### src/hdl/rf_consts.svh
// Width constants shared by the register-file subsystem
// RF_ADDR_W sets the register count, 4 gives the 16-register variant
// The command word layout assumes RF_ADDR_W of at most 5
// RF_IMM_W must fit above bit 17 of a RF_DATA_W command word

`ifndef RF_CONSTS_SVH
`define RF_CONSTS_SVH

////////////////////////////////////////////////////////////////////////////
// Datapath
////////////////////////////////////////////////////////////////////////////

// Register and bus data width
`define RF_DATA_W 32

// Register index width
`define RF_ADDR_W 5

// Number of architectural registers, register 0 included
`define RF_NUM_REGS (1 << `RF_ADDR_W)

// Immediate field of a load-immediate command
`define RF_IMM_W 14

////////////////////////////////////////////////////////////////////////////
// Bus
////////////////////////////////////////////////////////////////////////////

// Wishbone byte address width, top bit selects register reads
`define RF_BUS_ADR_W 8

`endif

### src/hdl/rf_pkg.sv
// Types for the register-file subsystem
// Widths come from the macros in the constants header
//
// Command word, written over Wishbone with address bit 7 clear
//   bits  2..0   operation
//   bits  7..3   rd
//   bits 12..8   rs1
//   bits 17..13  rs2
//   bits 31..18  immediate, zero-extended, used by OP_LI only

`include "rf_consts.svh"

package rf_pkg;

  // One data word
  typedef logic [`RF_DATA_W-1:0] rf_word_t;

  // Register index
  typedef logic [`RF_ADDR_W-1:0] rf_idx_t;

  // Load-immediate field, zero-extended on use
  typedef logic [`RF_IMM_W-1:0] rf_imm_t;

  // ALU operations
  // Shifts take the low 5 bits of the second operand
  // OP_LI writes the zero-extended immediate to rd
  typedef enum logic [2:0] {
    OP_ADD = 3'd0,
    OP_SUB = 3'd1,
    OP_AND = 3'd2,
    OP_OR  = 3'd3,
    OP_XOR = 3'd4,
    OP_SLL = 3'd5,
    OP_SRL = 3'd6,
    OP_LI  = 3'd7
  } rf_op_e;

endpackage

### src/hdl/rf_if.sv
// Internal links between the command slave, register file and execute stage
// Register reads are combinational, data follows the address in the same cycle
// The issue path has no ready, the execute stage accepts every pulse

`timescale 1ns/10ps

////////////////////////////////////////////////////////////////////////////
// Operand read ports
////////////////////////////////////////////////////////////////////////////

interface rf_read_if
  import rf_pkg::*;
();

  // Port A, first source operand
  rf_idx_t  raddr_a;
  rf_word_t rdata_a;

  // Port B, second source operand or bus register read
  rf_idx_t  raddr_b;
  rf_word_t rdata_b;

  // Command slave side
  modport requester (output raddr_a, output raddr_b, input rdata_a, input rdata_b);

  // Register file side
  modport provider (input raddr_a, input raddr_b, output rdata_a, output rdata_b);

endinterface

////////////////////////////////////////////////////////////////////////////
// Operation issue
////////////////////////////////////////////////////////////////////////////

interface exec_if
  import rf_pkg::*;
();

  // Single-cycle pulse per issued command
  logic     valid;
  rf_op_e   op;
  rf_idx_t  rd;
  // Operand values, opb holds the immediate for OP_LI
  rf_word_t opa;
  rf_word_t opb;

  modport issue (output valid, output op, output rd, output opa, output opb);

  modport exec (input valid, input op, input rd, input opa, input opb);

endinterface

### src/hdl/wb_cmd_slave.sv
// Wishbone classic slave, no errors, retry or bursts
// Master must hold cyc, stb and data until ack and drop stb after it
// Address bit 7 clear with we: command, bit 7 set without we: register read
// Ack is registered, one cycle after strobe, never stalls

`timescale 1ns/10ps

`include "rf_consts.svh"

module wb_cmd_slave
  import rf_pkg::*;
(
  input  logic                     clk_i,
  input  logic                     rst_ni,

  // Wishbone slave port
  input  logic                     wb_cyc_i,
  input  logic                     wb_stb_i,
  input  logic                     wb_we_i,
  input  logic [`RF_BUS_ADR_W-1:0] wb_adr_i,
  input  rf_word_t                 wb_dat_i,
  output rf_word_t                 wb_dat_o,
  output logic                     wb_ack_o,

  // Operand reads
  rf_read_if.requester             rd_o,

  // Operation issue
  exec_if.issue                    iss_o
);

  // Bus address decode
  localparam int unsigned adr_sel_bit = `RF_BUS_ADR_W - 1;
  localparam int unsigned adr_idx_lsb = 2;

  // Command word field positions
  localparam int unsigned op_lsb  = 0;
  localparam int unsigned rd_lsb  = 3;
  localparam int unsigned rs1_lsb = 8;
  localparam int unsigned rs2_lsb = 13;
  localparam int unsigned imm_lsb = 18;

  logic     ack_q;
  logic     valid_q;
  rf_word_t dat_q;
  rf_op_e   op_q;
  rf_idx_t  rd_q;
  rf_word_t opa_q;
  rf_word_t opb_q;

  logic     req;
  logic     reg_sel;
  logic     cmd_wr;
  logic     reg_rd;
  rf_idx_t  bus_idx;

  rf_op_e   cmd_op;
  rf_idx_t  cmd_rd;
  rf_idx_t  cmd_rs1;
  rf_idx_t  cmd_rs2;
  rf_imm_t  cmd_imm;

  ////////////////////////////////////////////////////////////////////////////
  // Request decode
  ////////////////////////////////////////////////////////////////////////////

  // New strobe only, the ack cycle itself is masked
  assign req     = wb_cyc_i & wb_stb_i & ~ack_q;
  assign reg_sel = wb_adr_i[adr_sel_bit];
  assign cmd_wr  = req & wb_we_i & ~reg_sel;
  assign reg_rd  = req & ~wb_we_i & reg_sel;
  assign bus_idx = wb_adr_i[adr_idx_lsb +: `RF_ADDR_W];

  // Command fields, taken straight from the write data
  assign cmd_op  = rf_op_e'(wb_dat_i[op_lsb +: 3]);
  assign cmd_rd  = wb_dat_i[rd_lsb +: `RF_ADDR_W];
  assign cmd_rs1 = wb_dat_i[rs1_lsb +: `RF_ADDR_W];
  assign cmd_rs2 = wb_dat_i[rs2_lsb +: `RF_ADDR_W];
  assign cmd_imm = wb_dat_i[imm_lsb +: `RF_IMM_W];

  // Port B doubles as the bus read port
  assign rd_o.raddr_a = cmd_rs1;
  assign rd_o.raddr_b = wb_we_i ? cmd_rs2 : bus_idx;

  ////////////////////////////////////////////////////////////////////////////
  // Acknowledge, issue and read data
  ////////////////////////////////////////////////////////////////////////////

  always_ff @(posedge clk_i or negedge rst_ni) begin
    if (!rst_ni) begin
      ack_q   <= 1'b0;
      valid_q <= 1'b0;
    end else begin
      ack_q   <= req;
      // Issue lands on the same edge as ack
      valid_q <= cmd_wr;
    end
  end

  always_ff @(posedge clk_i) begin
    if (cmd_wr) begin
      op_q  <= cmd_op;
      rd_q  <= cmd_rd;
      opa_q <= rd_o.rdata_a;
      // Load-immediate carries its value on operand B
      opb_q <= (cmd_op == OP_LI) ? {{(`RF_DATA_W - `RF_IMM_W){1'b0}}, cmd_imm}
                                 : rd_o.rdata_b;
    end
    // Zero for command writes and low-half reads
    if (req) begin
      dat_q <= reg_rd ? rd_o.rdata_b : '0;
    end
  end

  assign wb_ack_o = ack_q;
  assign wb_dat_o = dat_q;

  assign iss_o.valid = valid_q;
  assign iss_o.op    = op_q;
  assign iss_o.rd    = rd_q;
  assign iss_o.opa   = opa_q;
  assign iss_o.opb   = opb_q;

endmodule

### src/hdl/reg_file.sv
// Flip-flop register file, two combinational reads and one write
// Register 0 is hard-wired to zero, writes to it are dropped
// Register count follows RF_ADDR_W

`timescale 1ns/10ps

`include "rf_consts.svh"

module reg_file
  import rf_pkg::*;
(
  input  logic         clk_i,
  input  logic         rst_ni,

  // Read ports A and B
  rf_read_if.provider  rd_i,

  // Write-back port
  input  logic         we_i,
  input  rf_idx_t      waddr_i,
  input  rf_word_t     wdata_i
);

  localparam int unsigned num_regs = `RF_NUM_REGS;

  // Full view with register 0 as constant
  rf_word_t [num_regs-1:0] regs;
  // Storage, register 0 has none
  rf_word_t [num_regs-1:1] regs_q;
  logic     [num_regs-1:1] we_dec;

  // One-hot write enable per register
  always_comb begin
    for (int unsigned i = 1; i < num_regs; i++) begin
      we_dec[i] = we_i && (waddr_i == rf_idx_t'(i));
    end
  end

  always_ff @(posedge clk_i or negedge rst_ni) begin
    if (!rst_ni) begin
      regs_q <= '0;
    end else begin
      for (int unsigned r = 1; r < num_regs; r++) begin
        if (we_dec[r]) begin
          regs_q[r] <= wdata_i;
        end
      end
    end
  end

  assign regs[0]            = '0;
  assign regs[num_regs-1:1] = regs_q;

  // Combinational reads, no bypass of a same-cycle write
  assign rd_i.rdata_a = regs[rd_i.raddr_a];
  assign rd_i.rdata_b = regs[rd_i.raddr_b];

endmodule

### src/hdl/exec_stage.sv
// Single-cycle ALU with a registered write-back
// Accepts one operation per valid pulse, no stall
// Shifts use the low bits of operand B, register 0 writes pass through

`timescale 1ns/10ps

`include "rf_consts.svh"

module exec_stage
  import rf_pkg::*;
(
  input  logic     clk_i,
  input  logic     rst_ni,

  // Issued operation
  exec_if.exec     iss_i,

  // Write-back to the register file
  output logic     we_o,
  output rf_idx_t  waddr_o,
  output rf_word_t wdata_o
);

  // Shift amount width, 5 for 32-bit data
  localparam int unsigned shamt_w = $clog2(`RF_DATA_W);

  logic [shamt_w-1:0] shamt;
  rf_word_t           alu_res;

  logic               we_q;
  rf_idx_t            waddr_q;
  rf_word_t           wdata_q;

  assign shamt = iss_i.opb[shamt_w-1:0];

  ////////////////////////////////////////////////////////////////////////////
  // ALU
  ////////////////////////////////////////////////////////////////////////////

  always_comb begin
    case (iss_i.op)
      OP_ADD:  alu_res = iss_i.opa + iss_i.opb;
      OP_SUB:  alu_res = iss_i.opa - iss_i.opb;
      OP_AND:  alu_res = iss_i.opa & iss_i.opb;
      OP_OR:   alu_res = iss_i.opa | iss_i.opb;
      OP_XOR:  alu_res = iss_i.opa ^ iss_i.opb;
      // Logical shifts only
      OP_SLL:  alu_res = iss_i.opa << shamt;
      OP_SRL:  alu_res = iss_i.opa >> shamt;
      // Immediate already zero-extended by the slave
      OP_LI:   alu_res = iss_i.opb;
      default: alu_res = '0;
    endcase
  end

  ////////////////////////////////////////////////////////////////////////////
  // Write-back register
  ////////////////////////////////////////////////////////////////////////////

  always_ff @(posedge clk_i or negedge rst_ni) begin
    if (!rst_ni) begin
      we_q <= 1'b0;
    end else begin
      we_q <= iss_i.valid;
    end
  end

  // Result and target, held until the next issue
  always_ff @(posedge clk_i) begin
    if (iss_i.valid) begin
      waddr_q <= iss_i.rd;
      wdata_q <= alu_res;
    end
  end

  assign we_o    = we_q;
  assign waddr_o = waddr_q;
  assign wdata_o = wdata_q;

endmodule

### src/hdl/rv_alu_core.sv
// Register-file execution subsystem behind a Wishbone classic slave
// Strobe to ack is one cycle, strobe to register update three edges
// Dependent commands need no forwarding, the bus spacing covers it

`timescale 1ns/10ps

`include "rf_consts.svh"

module rv_alu_core
  import rf_pkg::*;
(
  input  logic                     clk_i,
  input  logic                     rst_ni,

  // Wishbone slave port
  input  logic                     wb_cyc_i,
  input  logic                     wb_stb_i,
  input  logic                     wb_we_i,
  input  logic [`RF_BUS_ADR_W-1:0] wb_adr_i,
  input  rf_word_t                 wb_dat_i,
  output rf_word_t                 wb_dat_o,
  output logic                     wb_ack_o
);

  // Write-back from execute to register file
  logic     rf_we;
  rf_idx_t  rf_waddr;
  rf_word_t rf_wdata;

  // Operand reads and issue path
  rf_read_if u_rd_if ();
  exec_if    u_iss_if ();

  ////////////////////////////////////////////////////////////////////////////
  // Command slave, register file, execute stage
  ////////////////////////////////////////////////////////////////////////////

  wb_cmd_slave u_wb_cmd_slave (
    .clk_i    (clk_i),
    .rst_ni   (rst_ni),
    .wb_cyc_i (wb_cyc_i),
    .wb_stb_i (wb_stb_i),
    .wb_we_i  (wb_we_i),
    .wb_adr_i (wb_adr_i),
    .wb_dat_i (wb_dat_i),
    .wb_dat_o (wb_dat_o),
    .wb_ack_o (wb_ack_o),
    .rd_o     (u_rd_if.requester),
    .iss_o    (u_iss_if.issue)
  );

  reg_file u_reg_file (
    .clk_i   (clk_i),
    .rst_ni  (rst_ni),
    .rd_i    (u_rd_if.provider),
    .we_i    (rf_we),
    .waddr_i (rf_waddr),
    .wdata_i (rf_wdata)
  );

  // One cycle after issue the result is written
  exec_stage u_exec_stage (
    .clk_i   (clk_i),
    .rst_ni  (rst_ni),
    .iss_i   (u_iss_if.exec),
    .we_o    (rf_we),
    .waddr_o (rf_waddr),
    .wdata_o (rf_wdata)
  );

endmodule

### config.mk
export PLATFORM = sky130hd
export DESIGN_NAME = rv_alu_core
export DESIGN_NICKNAME = d
export VERILOG_FILES = /design/src/hdl/rf_pkg.sv /design/src/hdl/rf_if.sv /design/src/hdl/wb_cmd_slave.sv /design/src/hdl/reg_file.sv /design/src/hdl/exec_stage.sv /design/src/hdl/rv_alu_core.sv
export VERILOG_INCLUDE_DIRS = /design/src /design/src/hdl
export SDC_FILE = /design/constraint.sdc
export NUM_CORES = 2
export LEC_CHECK = 0
export BUFFER_PORTS_ARGS = -buffer_cell sky130_fd_sc_hd__buf_2
export CORE_ASPECT_RATIO = 0.6
export CORE_MARGIN = 2
export CORE_UTILIZATION = 44
export DETAILED_ROUTE_END_ITERATION = 10
export GPL_TIMING_DRIVEN = 1
export RECOVER_POWER = 50
export SLEW_MARGIN = 10
export SYNTH_ARGS = -nofsm -noshare
export SYNTH_HDL_FRONTEND = slang
export SYNTH_HIERARCHICAL = 1
export SYNTH_SLANG_ARGS = --single-unit
### constraint.sdc
create_clock -name clk_i -period 8.7 [get_ports clk_i]
set_input_delay 0.87 -clock clk_i [delete_from_list [all_inputs] [get_ports clk_i]]
set_output_delay 0.87 -clock clk_i [all_outputs]
set_load 0.005 [all_outputs]
## After elaboration in Yosys (flattened, before gate mapping)

Index checks and enable logic that the tools add are counted.

| word-level totals | value |
|---|---|
| flip-flop bits (word level) | 1,136 |
| bits of input ports | 45 |
| word-level logic and storage cells | 138 |

| operators by class | value |
|---|---|
| add/subtract/negate cells | 2 |
| order comparisons | 2 |
| eq/ne operators | 39 |
| shift operators | 2 |
| muxes and demuxes | 7 |
| bitwise gates (word level) | 12 |
| reductions and logical operators | 32 |

Operators with widths:

| operator | number |
|---|---|
| binary-select mux 32 bit (select 5 bit) | 2 |
| case mux 32 bit (8 select lines) | 1 |
| equality test 5 bit, second input constant | 16 |
| 2-to-1 mux 32 bit | 2 |
| equality test 5 x 4 -> 1 bit, second input constant | 8 |
| adder 32 bit | 1 |
| bitwise AND 32 bit | 1 |
| OR 32 bit | 1 |
| << shifter 32 x 5 -> 32 bit | 1 |
| right shift 32 x 5 -> 32 bit | 1 |
| subtractor 32 bit | 1 |
| XOR 32 bit | 1 |
| logical AND 1 bit | 31 |
| equality test 5 x 3 -> 1 bit, second input constant | 4 |
| equality test 3 bit, second input constant | 5 |
| 2-to-1 mux 14 bit | 1 |
| < comparator 5 x 6 -> 1 bit, second input constant | 2 |
| equality test 5 x 2 -> 1 bit, second input constant | 2 |
| bitwise AND 1 bit | 6 |
| equality test 3 x 2 -> 1 bit, second input constant | 2 |
| equality test 5 x 1 -> 1 bit, second input constant | 1 |
| 2-to-1 mux 5 bit | 1 |
| equality test 3 x 1 -> 1 bit, second input constant | 1 |
| logical NOT 3 bit | 1 |
| NOT 1 bit | 3 |

## Depth between registers and ports, before layout

| logic depth | value |
|---|---|
| depth in word-level cells | 4 |
| depth in mapped cells | 23 |
| mapped depth without buffers | 19 |

## Hierarchy

Netlist, hierarchy kept.

Modules (own cells, without submodules):

| module | instances | cells each | area an instance (µm²) | seq. area each (µm²) |
|---|---|---|---|---|
| reg_file | 1 | 3,639 | 53,227.3 | 24,823.8 |
| exec_stage | 1 | 1,097 | 8,813.5 | 1,136.1 |
| wb_cmd_slave | 1 | 194 | 3,942.5 | 3,173.0 |

## Worst setup path before layout

OpenSTA, ideal clock, no wires.

| timing path | value |
|---|---|
| path kind | register -> register |
| from | register u_wb_cmd_slave.opb_q[1] (netlist: u_wb_cmd_slave/iss_o.opb[1]) |
| to | register u_exec_stage.wdata_q[29] (netlist: u_exec_stage/wdata_o[29]), data pin |
| library setup time | 270 ps |
| data arrival time | 4,724 ps |
| required time | 8,430 ps |
| slack | 3,706 ps |
| cell stages (with the launch flop) | 22 |
| path buffers | 3 |
| cells stage by stage | edfxtp_1 -> buf_2 -> clkinv_1 -> buf_1 -> ha_1 -> nand2b_1 -> or4_1 -> or3_4 -> nor2_2 -> nand2_2 -> o21ai_0 -> xnor2_1 -> ha_1 -> clkbuf_1 -> a21o_1 -> a21o_1 -> a21oi_1 -> o21ai_0 -> a2111o_1 -> a311oi_1 -> or4_1 -> nand3_1 |

| between the ends | value |
|---|---|
| longest elaborated chain between the ends | 2 |
| elaborated cells between the ends (all ways) | 5 |

RTL lines:

| element | RTL line | RTL |
|---|---|---|
| from (decl) | wb_cmd_slave.sv:49 | `rf_word_t opb_q;` |
| from (signal assigned) | wb_cmd_slave.sv:106 | `` opb_q <= (cmd_op == OP_LI) ? {{(`RF_DATA_W - `RF_IMM_W){1'b0}}, cmd_imm} `` |
| subtractor 32 bit, or another cell as far along | exec_stage.sv:43 | `OP_SUB: alu_res = iss_i.opa - iss_i.opb;` |
| case mux 32 bit (8 select lines) * | exec_stage.sv:41 | `case (iss_i.op)` |
| via u_exec_stage.alu_res[29] | exec_stage.sv:28 | `rf_word_t alu_res;` |
| to (signal assigned) | exec_stage.sv:72 | `wdata_q <= alu_res;` |
| to (decl) | exec_stage.sv:32 | `rf_word_t wdata_q;` |

The timed path passes the listed nets; every way through them passes the cells marked *.
A chain may end at the register's enable or synchronous reset.

==> results.txt <==
----------------------------------------------------
[CTS]
  Worst skew pair latency ... 0.75 ns
  Clock-pin slew reported for the worst setup and hold paths after clock tree synthesis ... about 0.060 ns
  Number of clock buffers inserted by TritonCTS ... 106
  Deepest level of the CTS H-tree ... 3
  Longest Clk Path Bufs ... 3
  CTS hold repair buffers ... 0
  TritonCTS clock tree ... done
  Post-CTS Setup Inserts ... 0
  Sinks on Clock Net ... 1,136
  Post-CTS Resized ... 0
  Root buffer cell ... sky130_fd_sc_hd__clkbuf_16

[Synth]
  Seq cells post-synth ... about 1.1k
  Yosys warning count ... 6
  Share of the synthesized area in the top cell type ... 0.377
  Main area contributors after synthesis ... sky130_fd_sc_hd__dfrtp_1 (38%), sky130_fd_sc_hd__mux2_2 (18%), sky130_fd_sc_hd__mux4_2 (15%)
  Synth Net Count ... 5,073
  Fraction of registers with async set/reset ... 0.876
  Netlist area before placement ... ~0.066 mm²
  Cell type with the largest total area after synthesis ... sky130_fd_sc_hd__dfrtp_1
  Seq/Total Area, Yosys ... 0.442
  Syn Inst Count ... between 4k and 5k
  EDFF count, synth ... approximately 140
  Post-synthesis cell type count ... 86
  Most instantiated flip-flop cell in the synthesis netlist ... sky130_fd_sc_hd__dfrtp_1
  Average size of a mapped cell ... around 13 µm²

[Critical path]
  Delay contributed by the slowest stage of the critical path ... 4.10 ns
  Slack of the worst reg-to-reg path ... ~2.6 ns
  Depth of the worst register-to-register path ... 17
  Crit-path most repeated cell ... sky130_fd_sc_hd__clkbuf_1
  Critical Path RT ... 9.20 ns
  Buffers & Inverters on Critical Path ... 2
  Kind of end point of the critical path ... async pin
  Startpoint of the lowest-slack register-to-register path ... u_wb_cmd_slave/iss_o.opb[1]
  Critical R2R Capture ... u_exec_stage/wdata_o[27]
  Critical path's top delay family ... buffers and inverters
  Critical path data arrival time ... around 6.7 ns
  Cell with the largest stage delay on the worst path ... sky130_fd_sc_hd__clkbuf_1
  Critical Path Source Type ... primary input
  Peak fanout along the critical path ... 99
  Crit path kind ... in -> async
  Ordered cell list for the critical path ... clkbuf_1 > clkbuf_1

[Routing]
  Final ANT Viol Nets ... 0
  Pre-antenna DRT Iters ... 6
  Total via count after detailed routing ... around 46k
  Detailed router's first-iteration violation count ... 5,903
  Count of unresolved DRC violations after routing ... 0
  Post-DR vias/cell ... between 6 and 7
  Detailed Route WL ... ~230,000 µm
  Average detailed-routed wire length per instance ... between 30 and 40 µm

[Floorplan]
  I/O pin total ... about 80
  Die height ... about 300 µm
  Width of the chip ... between 500 and 600 µm
  Starting density of the core ... 0.441
  FP Rows ... 110
  Area inside the core boundary ... approximately 0.15 mm²
  Die area ... around 0.15 mm²

[Layout]
  Area occupied by multi-input gates ... 0.0345 mm²
  Commonest non-fill, non-tap cell in the layout ... sky130_fd_sc_hd__mux2_2
  Most frequent cells in the layout ... sky130_fd_sc_hd__mux2_2 (1,045), sky130_fd_sc_hd__dfrtp_1 (995), sky130_fd_sc_hd__mux4_2 (429), sky130_fd_sc_hd__mux2i_1 (227), sky130_fd_sc_hd__a22o_1 (200)
  Layout Nets ... approximately 5k
  Final non-filler cell total ... about 6.8k
  Area added between synthesis and finish ... 8.30%
  Post-route cell area ... ~0.071 mm²
  Number of inserted filler cells in the final layout ... 13.2k
  Storage cell area ... slightly below 0.03 mm²
  Fraction of layout cells with a size suffix above 1 ... 0.394

[Worst hold path]
  Worst Hold Class ... in -> reg
  Hold Crit Start ... wb_dat_i[3]
  Worst Hold End ... u_wb_cmd_slave/iss_o.rd[0]
  Depth of the worst hold-timing path ... 1

[Global route]
  Largest net degree at the start of global routing ... 180
  Global routing usage summed across all routing layers ... 0.292
  Total global routing overflow ... 0
  Vias in the first global route ... around 45k
  Global-route wire length before repair ... roughly 330,000 µm
  Antenna violations before repair ... 11

[STA]
  Normalized max-slew margin ... -3.02
  Max-slew violation count ... ~400
  Unrepaired setup endpoints after global routing ... false
  Setup violators final ... 0
  Final critical-path required period ... roughly 6.1 ns
  Highest clock rate ... between 150 and 200 MHz
  Number of hold violations in the final report ... 0
  Clock Skew ... between 0.02 and 0.03 ns
  Final worst path period share ... 0.707
  Total negative setup slack ... 0 ns
  Tightest Pin Transition ... between 6 and 7 ns

[Pwr]
  PwrDens ... ~160 mW/mm²
  Leakage component of the power ... 31.8 nW
  Worst vdd rail ir drop ... around 0.18 mV

[Place]
  Cells after DPL ... approximately 6.6k
  Final Wtd Congestion ... 1.01
  Half-perimeter wire length of the detailed placement result ... 135,000 µm
  Port-buffer cells ... 75
  Placement Cell Area ... between 0.06 and 0.07 mm²

[Flow run]
  Max Cap Violations ... 10

[Run status]
  Outcome ... complete, but fails checks
  Violated checks ... capacitance limit, slew limit

----------------------------------------------------
area by class of cell:
| class | count | area share |
|---|---|---|
| clock buffer | 166 | 0.0455 |
| inverter | 79 | 0.00417 |
| clock inverter | 29 | 0.00550 |
| sequential | 1136 | 0.408 |
| tap | 2016 | 0.0353 |
| multi-input combinational | 3216 | 0.483 |
| antenna | 9 | 0.000315 |
| timing repair buffer | 191 | 0.0189 |
synth_stat cells (all sizes together) (18+ instances only):
cell type and number:
and3 39, mux2i 227, dfrtp 995, inv 78
mux2 1085, ha 97, o221ai 18, a211oi 74
a21oi 87, nor3b 40, nor3 23, o21ai 151
o22ai 70, o31ai 71, and2 55, a22o 200
xnor2 38, mux4 429, buf 231, clkbuf 268
nor2 125, nand3 23, nand2 163, edfxtp 141
registers in the layout, summed over array words and instances, names as in the netlist:
signal,count
u_reg_file/regs,992
u_exec_stage/wdata_o,32
u_wb_cmd_slave/iss_o.opa,32
u_wb_cmd_slave/iss_o.opb,32
u_wb_cmd_slave/wb_dat_o,32
u_exec_stage/waddr_o,5
u_wb_cmd_slave/iss_o.rd,5
u_wb_cmd_slave/iss_o.op,3
u_exec_stage/we_o,1
u_wb_cmd_slave/iss_o.valid,1
u_wb_cmd_slave/wb_ack_o,1
metal layers:
metal  GRT usage  part of all wire
met3      0.0936              0.11
met2       0.398              0.41
met4      0.0878             0.031
met5     0.00586           0.00034
met1       0.440              0.44
how the worst max path moves through the flow:
stage / start / endpoint / cells after the start
6_report: rst_ni / u_reg_file/regs[38] / 2
5_1_grt: rst_ni / u_reg_file/regs[942] / 2
2_1_floorplan: u_wb_cmd_slave/iss_o.opb[1] / u_exec_stage/wdata_o[29] / 21
3_3_place_gp: u_wb_cmd_slave/iss_o.opb[1] / u_exec_stage/wdata_o[27] / 17
3_5_place_dp: u_wb_cmd_slave/iss_o.opb[1] / u_exec_stage/wdata_o[27] / 17
4_1_cts: u_wb_cmd_slave/iss_o.opb[1] / u_exec_stage/wdata_o[27] / 17
worst register-to-register path, cell delays in order (launching register included):
cell                       delay [ns]
sky130_fd_sc_hd__edfxtp_1        0.32
sky130_fd_sc_hd__buf_4           0.66
sky130_fd_sc_hd__clkinv_1        0.87
sky130_fd_sc_hd__ha_1            0.50
sky130_fd_sc_hd__nand2b_1        0.12
sky130_fd_sc_hd__or4_1           0.27
sky130_fd_sc_hd__or3_4           0.22
sky130_fd_sc_hd__nand2_1         0.07
sky130_fd_sc_hd__xnor2_1         0.16
sky130_fd_sc_hd__ha_1            0.35
sky130_fd_sc_hd__a21oi_1         0.14
sky130_fd_sc_hd__o21ai_0         0.13
sky130_fd_sc_hd__o211a_1         0.25
sky130_fd_sc_hd__a211oi_1        0.66
sky130_fd_sc_hd__a21oi_1         0.26
sky130_fd_sc_hd__o21bai_1        0.21
sky130_fd_sc_hd__mux2_2          0.34
sky130_fd_sc_hd__o211ai_1        0.38
power by group:
part | total (W) | switching [W] | leakage (nW) | internal [W]
combinational | 0.00114 | 0.000714 | 14.8 | 0.000425
sequential | 0.00560 | 0.000112 | 15.1 | 0.00549
clock | 0.00497 | 0.00219 | 1.78 | 0.00278
logic make-up after synthesis:
kind of cell / after synthesis / synth area share
mux: 1741 / 0.367
simple gates: 536 / 0.0414
buf+inv: 578 / 0.0399
fa+ha+maj: 98 / 0.0187
compound gates: 791 / 0.0851
flops: 1136 / 0.442
xor+xnor: 50 / 0.00675
per-stage QoR:
step	util	worst slack [ns]	power, W	hold WS [ns]
6_report	0.478	2.55	0.0117	0.303
3_5_place_dp	0.454	2.80	0.00682	0.409
2_1_floorplan	-	3.71	0.00636	0.400
3_3_place_gp	0.454	2.79	0.00681	0.406
4_1_cts	0.478	2.75	0.0118	0.138
5_1_grt	0.478	1.53	0.0121	0.273
Note: power is estimated with default switching activity, not from simulation.
